--- config.mk ---
export PLATFORM = sky130hd
export DESIGN_NAME = writeback_stage
export DESIGN_NICKNAME = d
export VERILOG_FILES = /design/src/writeback_pkg.sv /design/src/load_aligner.sv /design/src/writeback_stage.sv
export SDC_FILE = /design/constraint.sdc
export NUM_CORES = 1
export LEC_CHECK = 0
export ABC_AREA = 1
export BUFFER_PORTS_ARGS = -buffer_cell sky130_fd_sc_hd__buf_2
export CAP_MARGIN = 20
export CORE_AREA = 3 3 666 668
export DETAILED_ROUTE_END_ITERATION = 12
export DIE_AREA = 0 0 669 671
export PLACE_DENSITY_LB_ADDON = 0.15
export SLEW_MARGIN = 10
export SYNTH_ARGS = -nofsm -noshare
export SYNTH_HDL_FRONTEND = slang
export SYNTH_SLANG_ARGS = --single-unit
--- constraint.sdc ---
create_clock -name clk -period 5.9 [get_ports clk]
set_input_delay 1.18 -clock clk [delete_from_list [all_inputs] [get_ports clk]]
set_output_delay 1.18 -clock clk [all_outputs]
set_load 0.01 [all_outputs]
--- src/writeback_pkg.sv ---
// Writeback package: lane geometry, register index widths, load-width and class codes

package writeback_pkg;

	// Lane geometry
	localparam int NUM_LANES = 16;
	localparam int LANE_WIDTH = 32;

	// Register indexing
	localparam int REG_INDEX_WIDTH = 5;

	// Scalar register 31 is the program counter
	localparam logic [REG_INDEX_WIDTH-1:0] PC_REG = 5'd31;

	// Instruction class in bits 31:30
	localparam logic [1:0] MEM_CLASS = 2'd2;

	// Load/store select within a memory instruction
	localparam int LOAD_BIT = 29;

	// Load width field, instruction bits 28:25
	localparam logic [3:0] LOAD_UBYTE = 4'd0;
	localparam logic [3:0] LOAD_SBYTE = 4'd1;
	localparam logic [3:0] LOAD_UHALF = 4'd2;
	localparam logic [3:0] LOAD_SHALF = 4'd3;
	localparam logic [3:0] LOAD_WORD = 4'd4;

	// Control register transfer, not a real load
	localparam logic [3:0] LOAD_CONTROL = 4'd6;

	// Whole-line block loads
	localparam logic [3:0] LOAD_BLOCK = 4'd7;
	localparam logic [3:0] LOAD_BLOCK_MASKED = 4'd8;
	localparam logic [3:0] LOAD_BLOCK_INV_MASKED = 4'd9;

	// Codes 10 and above are strided or gather, one lane per access

endpackage

--- src/load_aligner.sv ---
// Load aligner: lane select from a cache line, sub-word extraction, sign extension, lane byte swap
`timescale 1ns/100ps

module load_aligner #(
	parameter int NUM_LANES = writeback_pkg::NUM_LANES
) (
	input  logic [NUM_LANES*writeback_pkg::LANE_WIDTH-1:0]	ddata_i,
	input  logic [$clog2(NUM_LANES)-1:0]					cache_lane_select_i,
	input  logic [1:0]										addr_low_i,
	input  logic [3:0]										load_width_i,
	output logic [writeback_pkg::LANE_WIDTH-1:0]			aligned_o,
	output logic [NUM_LANES*writeback_pkg::LANE_WIDTH-1:0]	swapped_line_o
);
	import writeback_pkg::*;

	logic [LANE_WIDTH-1:0]	lane_value;
	logic [LANE_WIDTH-1:0]	word_value;
	logic [15:0]			half_aligned;
	logic [7:0]				byte_aligned;

	// Lane 0 occupies the top bits of the line
	assign lane_value = ddata_i[(NUM_LANES - 1 - cache_lane_select_i) * LANE_WIDTH +: LANE_WIDTH];

	// Memory byte 0 is the most significant byte of the lane
	assign word_value = {lane_value[7:0], lane_value[15:8], lane_value[23:16], lane_value[31:24]};

	always_comb
	begin
		case (addr_low_i)
			2'b00: byte_aligned = lane_value[31:24];
			2'b01: byte_aligned = lane_value[23:16];
			2'b10: byte_aligned = lane_value[15:8];
			default: byte_aligned = lane_value[7:0];
		endcase
	end

	// Halfwords swap their two bytes, only bit 1 of the address matters
	always_comb
	begin
		if (addr_low_i[1])
			half_aligned = {lane_value[7:0], lane_value[15:8]};
		else
			half_aligned = {lane_value[23:16], lane_value[31:24]};
	end

	// Extend by load width
	always_comb
	begin
		case (load_width_i)
			LOAD_UBYTE: aligned_o = {24'b0, byte_aligned};
			LOAD_SBYTE: aligned_o = {{24{byte_aligned[7]}}, byte_aligned};
			LOAD_UHALF: aligned_o = {16'b0, half_aligned};
			LOAD_SHALF: aligned_o = {{16{half_aligned[15]}}, half_aligned};
			LOAD_WORD: aligned_o = word_value;
			// Strided and gather lanes read back as whole words too
			default: aligned_o = word_value;
		endcase
	end

	// Block loads: every lane byte-reversed in place
	for (genvar lane = 0; lane < NUM_LANES; lane++)
	begin : g_swap
		assign swapped_line_o[lane*LANE_WIDTH +: LANE_WIDTH] = {
			ddata_i[lane*LANE_WIDTH +: 8],
			ddata_i[lane*LANE_WIDTH + 8 +: 8],
			ddata_i[lane*LANE_WIDTH + 16 +: 8],
			ddata_i[lane*LANE_WIDTH + 24 +: 8]
		};
	end

endmodule

--- src/writeback_stage.sv ---
// Writeback stage: source select, lane mask, rollback and suspend requests, commit register
`timescale 1ns/100ps

module writeback_stage #(
	parameter int NUM_LANES = writeback_pkg::NUM_LANES
) (
	input  logic											clk,
	input  logic											reset_i,
	input  logic [31:0]										instruction_i,
	input  logic [writeback_pkg::LANE_WIDTH-1:0]			pc_i,
	input  logic [writeback_pkg::REG_INDEX_WIDTH-1:0]		writeback_reg_i,
	input  logic											writeback_is_vector_i,
	input  logic											has_writeback_i,
	input  logic [NUM_LANES-1:0]							mask_i,
	input  logic											cache_hit_i,
	input  logic											was_access_i,
	input  logic [NUM_LANES*writeback_pkg::LANE_WIDTH-1:0]	ddata_i,
	input  logic [NUM_LANES*writeback_pkg::LANE_WIDTH-1:0]	result_i,
	input  logic [$clog2(NUM_LANES)-1:0]					reg_lane_select_i,
	input  logic [$clog2(NUM_LANES)-1:0]					cache_lane_select_i,
	output logic											wb_enable_o,
	output logic [writeback_pkg::REG_INDEX_WIDTH-1:0]		wb_reg_o,
	output logic											wb_is_vector_o,
	output logic [NUM_LANES*writeback_pkg::LANE_WIDTH-1:0]	wb_value_o,
	output logic [NUM_LANES-1:0]							wb_mask_o,
	output logic											rollback_request_o,
	output logic [writeback_pkg::LANE_WIDTH-1:0]			rollback_address_o,
	output logic											suspend_request_o
);
	import writeback_pkg::*;

	localparam int LINE_WIDTH = NUM_LANES * LANE_WIDTH;
	localparam logic [NUM_LANES-1:0] TOP_LANE_MASK = {1'b1, {(NUM_LANES - 1){1'b0}}};

	logic [3:0]				load_width;
	logic					is_mem;
	logic					is_ctrl_xfer;
	logic					is_load;
	logic					is_block_load;
	logic					cache_miss;
	logic					pc_load;
	logic [LANE_WIDTH-1:0]	aligned_value;
	logic [LINE_WIDTH-1:0]	swapped_line;
	logic [LINE_WIDTH-1:0]	value_nxt;
	logic [NUM_LANES-1:0]	mask_nxt;

	// Instruction decode
	assign load_width = instruction_i[28:25];
	assign is_mem = instruction_i[31:30] == MEM_CLASS;
	assign is_ctrl_xfer = is_mem && load_width == LOAD_CONTROL;
	assign is_load = is_mem && instruction_i[LOAD_BIT] && !is_ctrl_xfer;
	assign is_block_load = load_width == LOAD_BLOCK || load_width == LOAD_BLOCK_MASKED
		|| load_width == LOAD_BLOCK_INV_MASKED;

	assign cache_miss = is_load && was_access_i && !cache_hit_i;
	assign pc_load = is_load && has_writeback_i && !writeback_is_vector_i
		&& writeback_reg_i == PC_REG;

	// result_i still holds the effective address for loads
	load_aligner #(
		.NUM_LANES(NUM_LANES)
	) u_aligner (
		.ddata_i(ddata_i),
		.cache_lane_select_i(cache_lane_select_i),
		.addr_low_i(result_i[1:0]),
		.load_width_i(load_width),
		.aligned_o(aligned_value),
		.swapped_line_o(swapped_line)
	);

	// Load into PC beats a miss
	always_comb
	begin
		rollback_request_o = 1'b0;
		rollback_address_o = '0;
		if (pc_load)
		begin
			rollback_request_o = 1'b1;
			rollback_address_o = aligned_value;
		end
		else if (cache_miss)
		begin
			rollback_request_o = 1'b1;
			rollback_address_o = pc_i - 32'd4;
		end
	end

	// Item is replayed once the line arrives
	assign suspend_request_o = cache_miss && !pc_load;

	always_comb
	begin
		if (!is_load)
		begin
			value_nxt = result_i;
			mask_nxt = mask_i;
		end
		else if (load_width < LOAD_BLOCK)
		begin
			// Scalar load broadcast to every lane
			value_nxt = {NUM_LANES{aligned_value}};
			mask_nxt = '1;
		end
		else if (is_block_load)
		begin
			value_nxt = swapped_line;
			mask_nxt = mask_i;
		end
		else
		begin
			// Strided or gather loads write one lane counted from the top
			value_nxt = {NUM_LANES{aligned_value}};
			mask_nxt = (TOP_LANE_MASK >> reg_lane_select_i) & mask_i;
		end
	end

	always_ff @(posedge clk)
	begin
		if (reset_i)
			wb_enable_o <= 1'b0;
		else
			wb_enable_o <= has_writeback_i && !cache_miss && !pc_load;
	end

	always_ff @(posedge clk)
	begin
		wb_reg_o <= writeback_reg_i;
		wb_is_vector_o <= writeback_is_vector_i;
		wb_value_o <= value_nxt;
		wb_mask_o <= mask_nxt;
	end

	a_lane_select_range: assert property (@(posedge clk) disable iff (reset_i)
		(has_writeback_i && is_load) |->
			(cache_lane_select_i < NUM_LANES) && (reg_lane_select_i < NUM_LANES));

endmodule

# ---- Word level (Yosys, flattened, before mapping)
# Cells that the tools add are included.
dict set report totals {
  register_bits 535
  input_bits 1123
}
dict set report classes {
  order_cmp 1
  n_bitwise 1
  n_addsub 2
  n_mux 13
  n_eq_ne 11
  shifts 2
  n_reduce_logical 20
}
# cell n
set op_table {}
lappend op_table {{$mux W512} 3}
lappend op_table {{$shiftx A512 B33 Y32} 1}
lappend op_table {{$pmux W32 S4} 1}
lappend op_table {{$mux W16} 4}
lappend op_table {{$mux W32} 2}
lappend op_table {{$sub A32 B3 Y32 const B} 1}
lappend op_table {{$pmux W8 S3} 1}
lappend op_table {{$and A16 B16 Y16} 1}
lappend op_table {{$shr A16 B4 Y16 const A} 1}
lappend op_table {{$logic_and A1 B1 Y1} 11}
lappend op_table {{$eq A4 B2 Y1 const B} 2}
lappend op_table {{$eq A4 B3 Y1 const B} 2}
lappend op_table {{$eq A4 B4 Y1 const B} 2}
lappend op_table {{$eq A5 B5 Y1 const B} 1}
lappend op_table {{$logic_not A1 Y1} 5}
lappend op_table {{$sub A4 B4 Y5 const A} 1}
lappend op_table {{$eq A2 B2 Y1 const B} 2}
lappend op_table {{$eq A4 B1 Y1 const B} 1}
lappend op_table {{$logic_not A4 Y1} 1}
lappend op_table {{$lt A4 B3 Y1 const B} 1}
lappend op_table {{$eq A2 B1 Y1 const B} 1}
lappend op_table {{$logic_not A2 Y1} 1}
lappend op_table {{$logic_or A1 B1 Y1} 2}
lappend op_table {{$mux W1} 2}

# ---- Depth between registers and ports, before layout
# Gate-level depths: netlist of run 1.
dict set report logic_depth {
  ltp_word 9
  mapped_depth 21
  ltp_nobuf 17
}

# ---- Modules after synthesis
# Synthesis of run 1 repeated with hierarchy kept, for this count alone.
dict set report hier_totals {
  cells_unflattened 4314
  hier_area_um2 29512.1
}
# module cells_per_inst seq_area_each_um2 area_each_um2 instances
set modules_own_cells {}
lappend modules_own_cells {writeback_stage 2610 10710.3 19972.9 1}
lappend modules_own_cells {load_aligner 1704 0.0 9539.1 1}

# ---- Least setup slack after synthesis of run 1
# OpenSTA, ideal clock, no wires.
dict set report synth_timing {
  kind {input to output}
  start {input port instruction_i[30]}
  end {output port rollback_address_o[28] (netlist bit)}
  stages 11
  slack_ns 1.934
  arrival_ns 2.786
  cell_sequence {and3b_1 > nand2_1 > clkbuf_1 > inv_2 > nand2_1 > nor2_1 > inv_1 > nor2_1 > clkbuf_1 > o21ai_0 > o21ai_0}
}
dict set report synth_between {
  elab_chain_len 8
  elab_cells_between_ends 12
}
# element line_no
set synth_rtl {}
lappend synth_rtl {{start, declared} writeback_stage.sv:9} ;# input logic [31:0] instruction_i,
lappend synth_rtl {{$eq A2 B2 Y1 (*)} writeback_stage.sv:49} ;# assign is_mem = instruction_i[31:30] == MEM_CLASS;
lappend synth_rtl {{$logic_and A1 B1 Y1} writeback_stage.sv:50} ;# assign is_ctrl_xfer = is_mem && load_width == LOAD_CONTROL;
lappend synth_rtl {{$logic_not A1 Y1} writeback_stage.sv:51} ;# assign is_load = is_mem && instruction_i[LOAD_BIT] && !is_ctrl_xfer;
lappend synth_rtl {{$logic_and A1 B1 Y1 (*)} writeback_stage.sv:51}
lappend synth_rtl {{$logic_and A1 B1 Y1, on equally long branches (2 in series)} {writeback_stage.sv:55, writeback_stage.sv:56}}
lappend synth_rtl {{$mux W32 or $logic_and A1 B1 Y1 (tied branches)} {writeback_stage.sv:81, writeback_stage.sv:57}}
lappend synth_rtl {{$mux W32 (*)} writeback_stage.sv:76} ;# if (pc_load)
lappend synth_rtl {{end, declared} writeback_stage.sv:27} ;# output logic [writeback_pkg::LANE_WIDTH-1:0] rollback_address_o,
# Mark *: on every way between the ends. The rest lies on a longest branch, timed or not.

# ---- Worst setup path after layout of run 1
dict set report layout_timing {
  start {input port cache_lane_select_i[1]}
  end {output port rollback_address_o[1] (netlist bit)}
}
dict set report layout_between {
  elab_chain_len 5
  elab_cells_between_ends 6
}
# element line_no
set layout_rtl {}
lappend layout_rtl {{start, declared} writeback_stage.sv:20} ;# input logic [$clog2(NUM_LANES)-1:0] cache_lane_select_i,
lappend layout_rtl {{$sub A4 B4 Y5 (*)} load_aligner.sv:22} ;# assign lane_value = ddata_i[(NUM_LANES - 1 - cache_lane_select_i) * LANE_WIDTH +: LANE_WIDTH];
lappend layout_rtl {{$shiftx A512 B33 Y32 (*)} load_aligner.sv:22}
lappend layout_rtl {{$pmux W8 S3 or $mux W16 (tied branches)} {load_aligner.sv:29, load_aligner.sv:40}}
lappend layout_rtl {{$pmux W32 S4 (*)} load_aligner.sv:49} ;# case (load_width_i)
lappend layout_rtl {{$mux W32 (*)} writeback_stage.sv:76}
# Marked as above.

==> run summary, run 1 <==
* complete, no violations — status
* 38.12k — via total after detailed routing
* 0 — number of remaining DRC errors
* 243 — std cell rows
* 0.06300 — initial standard-cell utilization of the core
* 0.8952 — final RePlAce weighted congestion
* 3940 — Syn Inst Count
* in -> reg — type of the worst min-delay path
* 0 — post-CTS setup buffer count
* 0.0004536 — post-synthesis adder-cell area fraction
* 0.2569 — simple-gate area share of the yosys netlist
* 0.4169 — fraction of layout cells with a size suffix above 1
* 0 — post-synthesis mux area share
* 0.2740 — worst rel slew slack
* 203.5 uV — Max rail drop VDD
* 3 — count of cells along the worst hold path
* 1666 — Port Buf Inserts
* 0 — post-cts sizing count
* 42 — unique cell type count in the Yosys netlist
* 535 — clock sink count
* 27580 um^2 — cell area after technology mapping
* 6706 — number of nets at the end of the flow
* 51.67k — final-layout fill cell count
* 1692 — I/O pin count
* 5.729 ns — final critical delay including setup and external delays
* 4.55 ns — arrival time worst endpoint
* 8.597 mW — internal power
* 669 um — die span in x
* 0 — Antenna Violating Nets Remaining
* 0.1854 — Global Route Usage Sum
* false — RSZ-0062 raised after global routing
* sky130_fd_sc_hd__dfxtp_1 — most area-hungry cell type in the Yosys netlist
* 0 ns — setup total negative slack
* 0 — post-cts hold buffer count
* 0 — sum of overflow across all layers after global routing
* 448900 um^2 — area of the die
* 0.07 ns — clock transition time at the flip-flop clock pins of the worst setup and hold paths
* input pin — CP startpoint kind
* 47150 um^2 — post-route standard cell area excluding fillers
* sky130_fd_sc_hd__dfxtp_1, sky130_fd_sc_hd__a21oi_1, sky130_fd_sc_hd__nor2_1 — dominant cells by area after synthesis
* 3 — deepest level of the CTS H-tree
* 0 — setup violators final
* 70.95% — synthesis-to-finish area growth
* sky130_fd_sc_hd__clkbuf_16 — Root Driver
* 5064 — post-synth net total
* 39.32k — via count of the first global-routing pass
* 0.9711 — period utilisation layout
* 671 um — Die Ht
* 7.000 um^2 — mean post-synth cell area
* 4 — buffer depth of the longest clock path
* 25 — biggest fanout along the worst timing path
* output pin — Worst setup EP type
* 433700 um — wire length after detailed routing
* compound AO/OA/AOI/OAI gates — dominant combinational cell family by area after synthesis
* in -> out — type of the worst setup path
* 0.003811 — fraction of synthesized cell area in xor and xnor cells
* 437800 um^2 — Core Area
* 5.759 mW — Switching Power
* 519700 um — global-route wire length before repair
* 4.72 ns — critical path data required time
* 535 — count of state elements after synthesis
* 0 — total count of hold-check failures in the final report
* 0.3883 — share of synthesized area occupied by flip-flops and latches
* 95 — cts bufs inserted
* 0 — total of max-cap violations
* 0 — count of yosys warnings during synthesis
* 0.3883 — Synth top area share
* 20.46 nW — Leak
* 2848 — violation count after the first detailed-route iteration
* 0.280 — sequential fraction of design power
* 0 — number of max-slew violations in the final report
* 375500 um — post-detail-place hpwl
* 0.430 — portion of total power attributed to the clock network
* 3.299 — via density per instance
* 275 — antenna violations before repair
* 174.5 MHz — top achievable clock speed
* 147 — largest net degree at the start of global routing
* 304.5 nW/um^2 — P per Cell Area
* 0.4012 — share of total power consumed by net switching
* 6 — number of search-and-repair iterations in the first detailed-routing pass
* 0.2761 — Compound-Gate Fraction of Synth Area
* 0.290 — Comb power frac
* 1.084 ns — transition time at the pin with the least slew margin
* done — clock tree from TritonCTS
* 43550 um^2 — area of placed instances
* 37.54 um — Wirelength per Cell
## flip-flops by register name, summed over array words and instances (netlist names)
| name | flops |
|---|---|
| wb_enable_o | 1 |
| wb_mask_o | 16 |
| wb_value_o | 512 |
| wb_reg_o | 5 |
| wb_is_vector_o | 1 |
## final cells by class
class	count	area [um^2]	area share
Multi-Input combinational cell	2981	14840	0.3147
Clock buffer	113	2555	0.05419
Timing Repair Buffer	1873	10400	0.2206
Sequential cell	535	10710	0.2271
Antenna cell	147	367.9	0.007802
Tap cell	5757	7203	0.1528
Clock inverter	51	678.2	0.01438
Inverter	96	394.1	0.008359
## kinds of logic (layout without fill, tap and decap cells)
logic type,Yosys count,count (layout)
other cells,0,147
flops,535,535
compound gates,1256,1256
simple gates,1712,1712
buf+inv,424,2133
fa+ha+maj,1,1
xor+xnor,12,12
## metal layers
| metal | part of all wire | track usage |
|---|---|---|
| met5 | 0.0011 | 0 |
| met4 | 0.031 | 0.05290 |
| met3 | 0.097 | 0.07377 |
| met2 | 0.52 | 0.3418 |
| met1 | 0.36 | 0.1917 |
## placed cells by master (no fill, tap or decap), types with 11 or more instances in the layout
| master | instances |
|---|---|
| sky130_fd_sc_hd__clkinvlp_4 | 11 |
| sky130_fd_sc_hd__diode_2 | 147 |
| sky130_fd_sc_hd__nand2_2 | 19 |
| sky130_fd_sc_hd__o221ai_1 | 22 |
| sky130_fd_sc_hd__clkinv_2 | 15 |
| sky130_fd_sc_hd__buf_2 | 1661 |
| sky130_fd_sc_hd__inv_1 | 88 |
| sky130_fd_sc_hd__nor2_1 | 761 |
| sky130_fd_sc_hd__o21ai_0 | 267 |
| sky130_fd_sc_hd__o211ai_1 | 98 |
| sky130_fd_sc_hd__a21oi_2 | 260 |
| sky130_fd_sc_hd__dfxtp_1 | 535 |
| sky130_fd_sc_hd__o21ai_1 | 12 |
| sky130_fd_sc_hd__buf_12 | 38 |
| sky130_fd_sc_hd__nand3_2 | 21 |
| sky130_fd_sc_hd__clkbuf_8 | 11 |
| sky130_fd_sc_hd__nand4_1 | 16 |
| sky130_fd_sc_hd__nand3_1 | 179 |
| sky130_fd_sc_hd__bufinv_16 | 12 |
| sky130_fd_sc_hd__nor3_1 | 12 |
| sky130_fd_sc_hd__nand2_1 | 677 |
| sky130_fd_sc_hd__buf_4 | 170 |
| sky130_fd_sc_hd__clkbuf_16 | 95 |
| sky130_fd_sc_hd__a21oi_1 | 588 |
## cell usage after synthesis (all sizes together)
library cell  instances
a21oi               848
nor2                761
nand2               703
dfxtp               535
o21ai               280
clkbuf              208
nand3               200
buf                 120
o211ai               99
inv                  95
nand4                23
o221ai               22
nor3                 12
xor2                  7
nor4                  5
xnor2                 5
and3                  2
nand3b                2
o31ai                 2
or2                   2
a21o                  1
a22oi                 1
a31o                  1
and2                  1
and3b                 1
clkinv                1
ha                    1
o21bai                1
o22ai                 1
## power groups by stage
| stage | registers [mW] | clock network [mW] | logic (mW) |
|---|---|---|---|
| after floorplan | 4.25 | 0 | 1.13 |
| after global placement | 4.10 | 0 | 4.39 |
| after detailed placement | 4.10 | 0 | 4.36 |
| after CTS | 4.02 | 6.54 | 4.37 |
| after global routing | 4.05 | 6.59 | 4.45 |
| final | 4.02 | 6.18 | 4.16 |
## worst paths after layout
check,endpoint,slack [ns],startpoint
setup / recovery,rollback_address_o[1],0.17,cache_lane_select_i[1]
hold / removal,wb_value_o[115],0.53,result_i[115]
## worst max-delay path, cell delays in order
cell,delay [ns]
sky130_fd_sc_hd__buf_8,0.24
sky130_fd_sc_hd__buf_4,0.46
sky130_fd_sc_hd__buf_4,0.31
sky130_fd_sc_hd__o21ai_0,0.11
sky130_fd_sc_hd__o211ai_1,0.17
sky130_fd_sc_hd__nand3_1,0.42
sky130_fd_sc_hd__buf_4,0.33
sky130_fd_sc_hd__nand3_1,0.11
sky130_fd_sc_hd__nand2_1,0.07
sky130_fd_sc_hd__nand2_1,0.12
sky130_fd_sc_hd__nand3_1,0.12
sky130_fd_sc_hd__buf_4,0.18
sky130_fd_sc_hd__o21ai_0,0.34
sky130_fd_sc_hd__buf_2,0.22
## metrics by stage
step	instances	hold WS [ns]	util	setup WS (ns)	power (mW)
final	11550	0.5291	0.1077	0.1707	14.36
after global routing	11500	0.4514	0.1074	0.006267	15.09
after CTS	11410	0.3985	0.1069	0.05478	14.94
after detailed placement	11240	1.366	0.09947	0.07496	8.458
after global placement	11240	1.374	0.09945	0.02964	8.484
after floorplan	3940	1.208	-	1.934	5.379
(Power assumes the default switching activity.)
==> inputs of run 2 (changes only) <==
--- a/config.mk
+++ b/config.mk
@@ -6,13 +6,13 @@
 export NUM_CORES = 1
 export LEC_CHECK = 0
 export ABC_AREA = 1
-export BUFFER_PORTS_ARGS = -buffer_cell sky130_fd_sc_hd__buf_2
 export CAP_MARGIN = 20
-export CORE_AREA = 3 3 666 668
+export CORE_AREA = 3 3 657 659
 export DETAILED_ROUTE_END_ITERATION = 12
-export DIE_AREA = 0 0 669 671
+export DIE_AREA = 0 0 660 662
+export DONT_BUFFER_PORTS = 1
 export PLACE_DENSITY_LB_ADDON = 0.15
-export SLEW_MARGIN = 10
+export SLEW_MARGIN = 20
 export SYNTH_ARGS = -nofsm -noshare
 export SYNTH_HDL_FRONTEND = slang
 export SYNTH_SLANG_ARGS = --single-unit
==> run 2 against run 1 <==
Net effect: the run now ends with setup timing left; die area shrank 2.7%; cell area shrank 17%; first-iteration DRC count grew 3.1%; critical path type unchanged; wire length shrank 3.3%; setup slack lost 0.25 ns; largest power group unchanged; clock-buffer cell count is the same; worst hold slack lost 0.13 ns; core utilization shrank 1.6 points; sequential share of layout area grew 4.8 points; non-clock buffer count shrank 1626.
==> run summary, run 2 (synthesis results as in run 1) <==
* 0 — total of max-cap violations, unchanged
* sky130_fd_sc_hd__nor2_1, sky130_fd_sc_hd__nand2_1, sky130_fd_sc_hd__a21oi_1, sky130_fd_sc_hd__dfxtp_1, sky130_fd_sc_hd__o21ai_0 — commonest non-fill, non-tap cells in the layout
* sky130_fd_sc_hd__clkbuf_16 — Root Driver
* 240 — std cell rows, -1.2%
* done — clock tree from TritonCTS
* writeback_reg_i[3] — beginning of the worst hold path
* 191.0 uV — Max rail drop VDD, -6.2%
* 0.45 ns — Max stage delay on crit path, about the same
* 0.1835 — Global Route Usage Sum, -0.001980
* 5078 — number of nets at the end of the flow, -24%
* wb_value_o: 512 flops, wb_mask_o: 16 flops, wb_reg_o: 5 flops — registers with the highest flip-flop counts
* 31.51k — via count of the first global-routing pass, -20%
* 9790 — Cell Count, Final, Fillers Out, -15%
* setup timing — violations in the final reports
* sky130_fd_sc_hd__nor2_1 — most common cell after layout, fill and taps aside
* 346.9 nW/um^2 — P per Cell Area, +14%
* 3 — deepest level of the CTS H-tree, unchanged
* 426700 um^2 — Core Area, -2.5%
* -0.1373 ns — setup total negative slack, -0.1373 ns
* 167.4 MHz — top achievable clock speed, -4.1%
* 279 — biggest fanout along the worst timing path, +1000%
* 0 — number of remaining DRC errors, unchanged
* 38980 um^2 — post-route standard cell area excluding fillers, -17%
* 0.2026 — worst rel slew slack, -0.07143
* 535 — clock sink count, unchanged
* 662 um — Die Ht, -1.3%
* 3.233 — via density per instance, -2.0%
* 4 — buffer depth of the longest clock path, unchanged
* 436900 um^2 — area of the die, -2.7%
* met5 — top layer used by detailed routing
* 42.84 um — Wirelength per Cell, +14%
* 42250 um — total length of routed met3 wires, +0.16%
* 150300 um — wire length on met1, -2.6%
* 278 — largest net degree at the start of global routing, +89%
* 35450 um^2 — area of placed instances, -19%
* 419400 um — wire length after detailed routing, -3.3%
* 1.013 — period utilisation layout, +0.04167
* 0 — post-CTS setup buffer count, unchanged
* 357700 um — post-detail-place hpwl, -4.7%
* 152 — antenna violations before repair, -45%
* wb_reg_o[3] — sink of the worst hold path
* 1692 — I/O pin count, unchanged
* 0.07 ns — clock transition time at the flip-flop clock pins of the worst setup and hold paths, about the same
* sky130_fd_sc_hd__o21ai_0 — Max stage delay cell, worst path
* 0.1834 — fraction of layout cells with a size suffix above 1, -0.2335
* clkinv_16 -> buf_12 -> buf_12 -> nor2_1 -> nor2_1 -> o21ai_0 -> o211ai_1 -> nand3_1 -> buf_4 -> nand2_1 -> buf_4 -> o21ai_1 -> nand2_1 -> nand3_1 -> buf_4 -> o21ai_0 -> buf_4 — series of cell instances along the critical path
* 0.8910 — final RePlAce weighted congestion, -0.47%
* 14.12 nW — Leak, -31%
* 490400 um — global-route wire length before repair, -5.6%
* 2 — setup violators final, +2
* in -> reg — type of the worst min-delay path
* 0 — Antenna Violating Nets Remaining, unchanged
* 5.975 ns — final critical delay including setup and external delays, +0.2459 ns
* 6 — number of search-and-repair iterations in the first detailed-routing pass, unchanged
* 660 um — die span in x, -1.3%
* 512 — number of flip-flops under the largest register name, unchanged
* 4.80 ns — arrival time worst endpoint, +0.25 ns
* 1.196 ns — transition time at the pin with the least slew margin, +0.1119 ns
* 13.52 mW — overall power consumption, -5.8%
* 0 — count of cells along the worst hold path, -3
* sky130_fd_sc_hd__buf_4 — Most common cell on crit path
* 2935 — violation count after the first detailed-route iteration, +3.1%
* 210000 um — Met2 Wirelength, -6.0%
* -0.07514 ns — final worst-path setup slack, -0.2459 ns
* in -> out — type of the worst setup path
* 0 — Port Buf Inserts, -100%
* 41.31% — synthesis-to-finish area growth
* output pin — Worst setup EP type
* 31.65k — via total after detailed routing, -17%
* 9546 — instance count after placement with tap cells included, -15%
* input pin — CP startpoint kind
* 4.72 ns — critical path data required time, about the same
* 93 — cts bufs inserted, -2.1%
* finished with violations — status
* 0 — number of max-slew violations in the final report, unchanged
* wb_value_o — register ranked first by flip-flop count
* 0.06464 — initial standard-cell utilization of the core, +0.001640
* 0 — sum of overflow across all layers after global routing, unchanged
* 0 — total count of hold-check failures in the final report, unchanged
run 2: layout make-up:
type	count	area (um^2)
fill	50040	387700
multi-input combinational	2981	14880
sequential	535	10710
tap	5687	7116
clock buffer	113	2532
timing repair buffer	247	2380
clock inverter	53	745.7
inverter	96	411.6
antenna	78	195.2
run 2: how the worst max path moves through the flow:
stage / start / end / slack, ns / depth (start not counted)
global placement: cache_lane_select_i[0] / rollback_address_o[28] / -0.1 / 19
finish: cache_lane_select_i[0] / rollback_address_o[0] / -0.08 / 17
global route: cache_lane_select_i[0] / rollback_address_o[0] / -0.01 / 14
detailed placement: cache_lane_select_i[0] / rollback_address_o[28] / -0.04 / 19
floorplan: instruction_i[30] / rollback_address_o[28] / 1.93 / 11
CTS: cache_lane_select_i[0] / rollback_address_o[3] / 0.06 / 16
run 2: timing repair:
item	4_1_cts	5_1_grt
hold buffers	0	0
endpoints found under the setup margin	3	13
pin swaps	0	0
hold endpoints to repair	0	0
resized for setup	1	10
run 2: power breakdown:
part / internal [mW] / switching (mW) / total (mW)
clock network: 3.72 / 2.50 / 6.22
registers: 3.93 / 0.810 / 4.75
logic: 0.590 / 1.96 / 2.55
run 2: metrics by stage:
stage | hold slack [ns] | worst slack (ns) | utilization
6_report | 0.4017 | -0.07514 | 0.09134
5_1_grt | 0.3095 | -0.01125 | 0.09112
4_1_cts | 0.2788 | 0.06309 | 0.09076
3_5_place_dp | 1.213 | -0.04102 | 0.08307
3_3_place_gp | 1.213 | -0.09833 | 0.08306
2_1_floorplan | 1.208 | 1.934 | -
run 2: metal layers:
metal / vias to the layer above / track usage
li1: 13360 / -
met1: 15810 / 0.1915
met2: 1938 / 0.3291
met3: 485 / 0.07736
met4: 56 / 0.06181
met5: - / 0
run 2: worst max-delay path, delay by kind of cell:
family	cells	cell delay [ns]
buf+inv	7	1.50
simple gates	6	0.70
compound gates	4	0.78
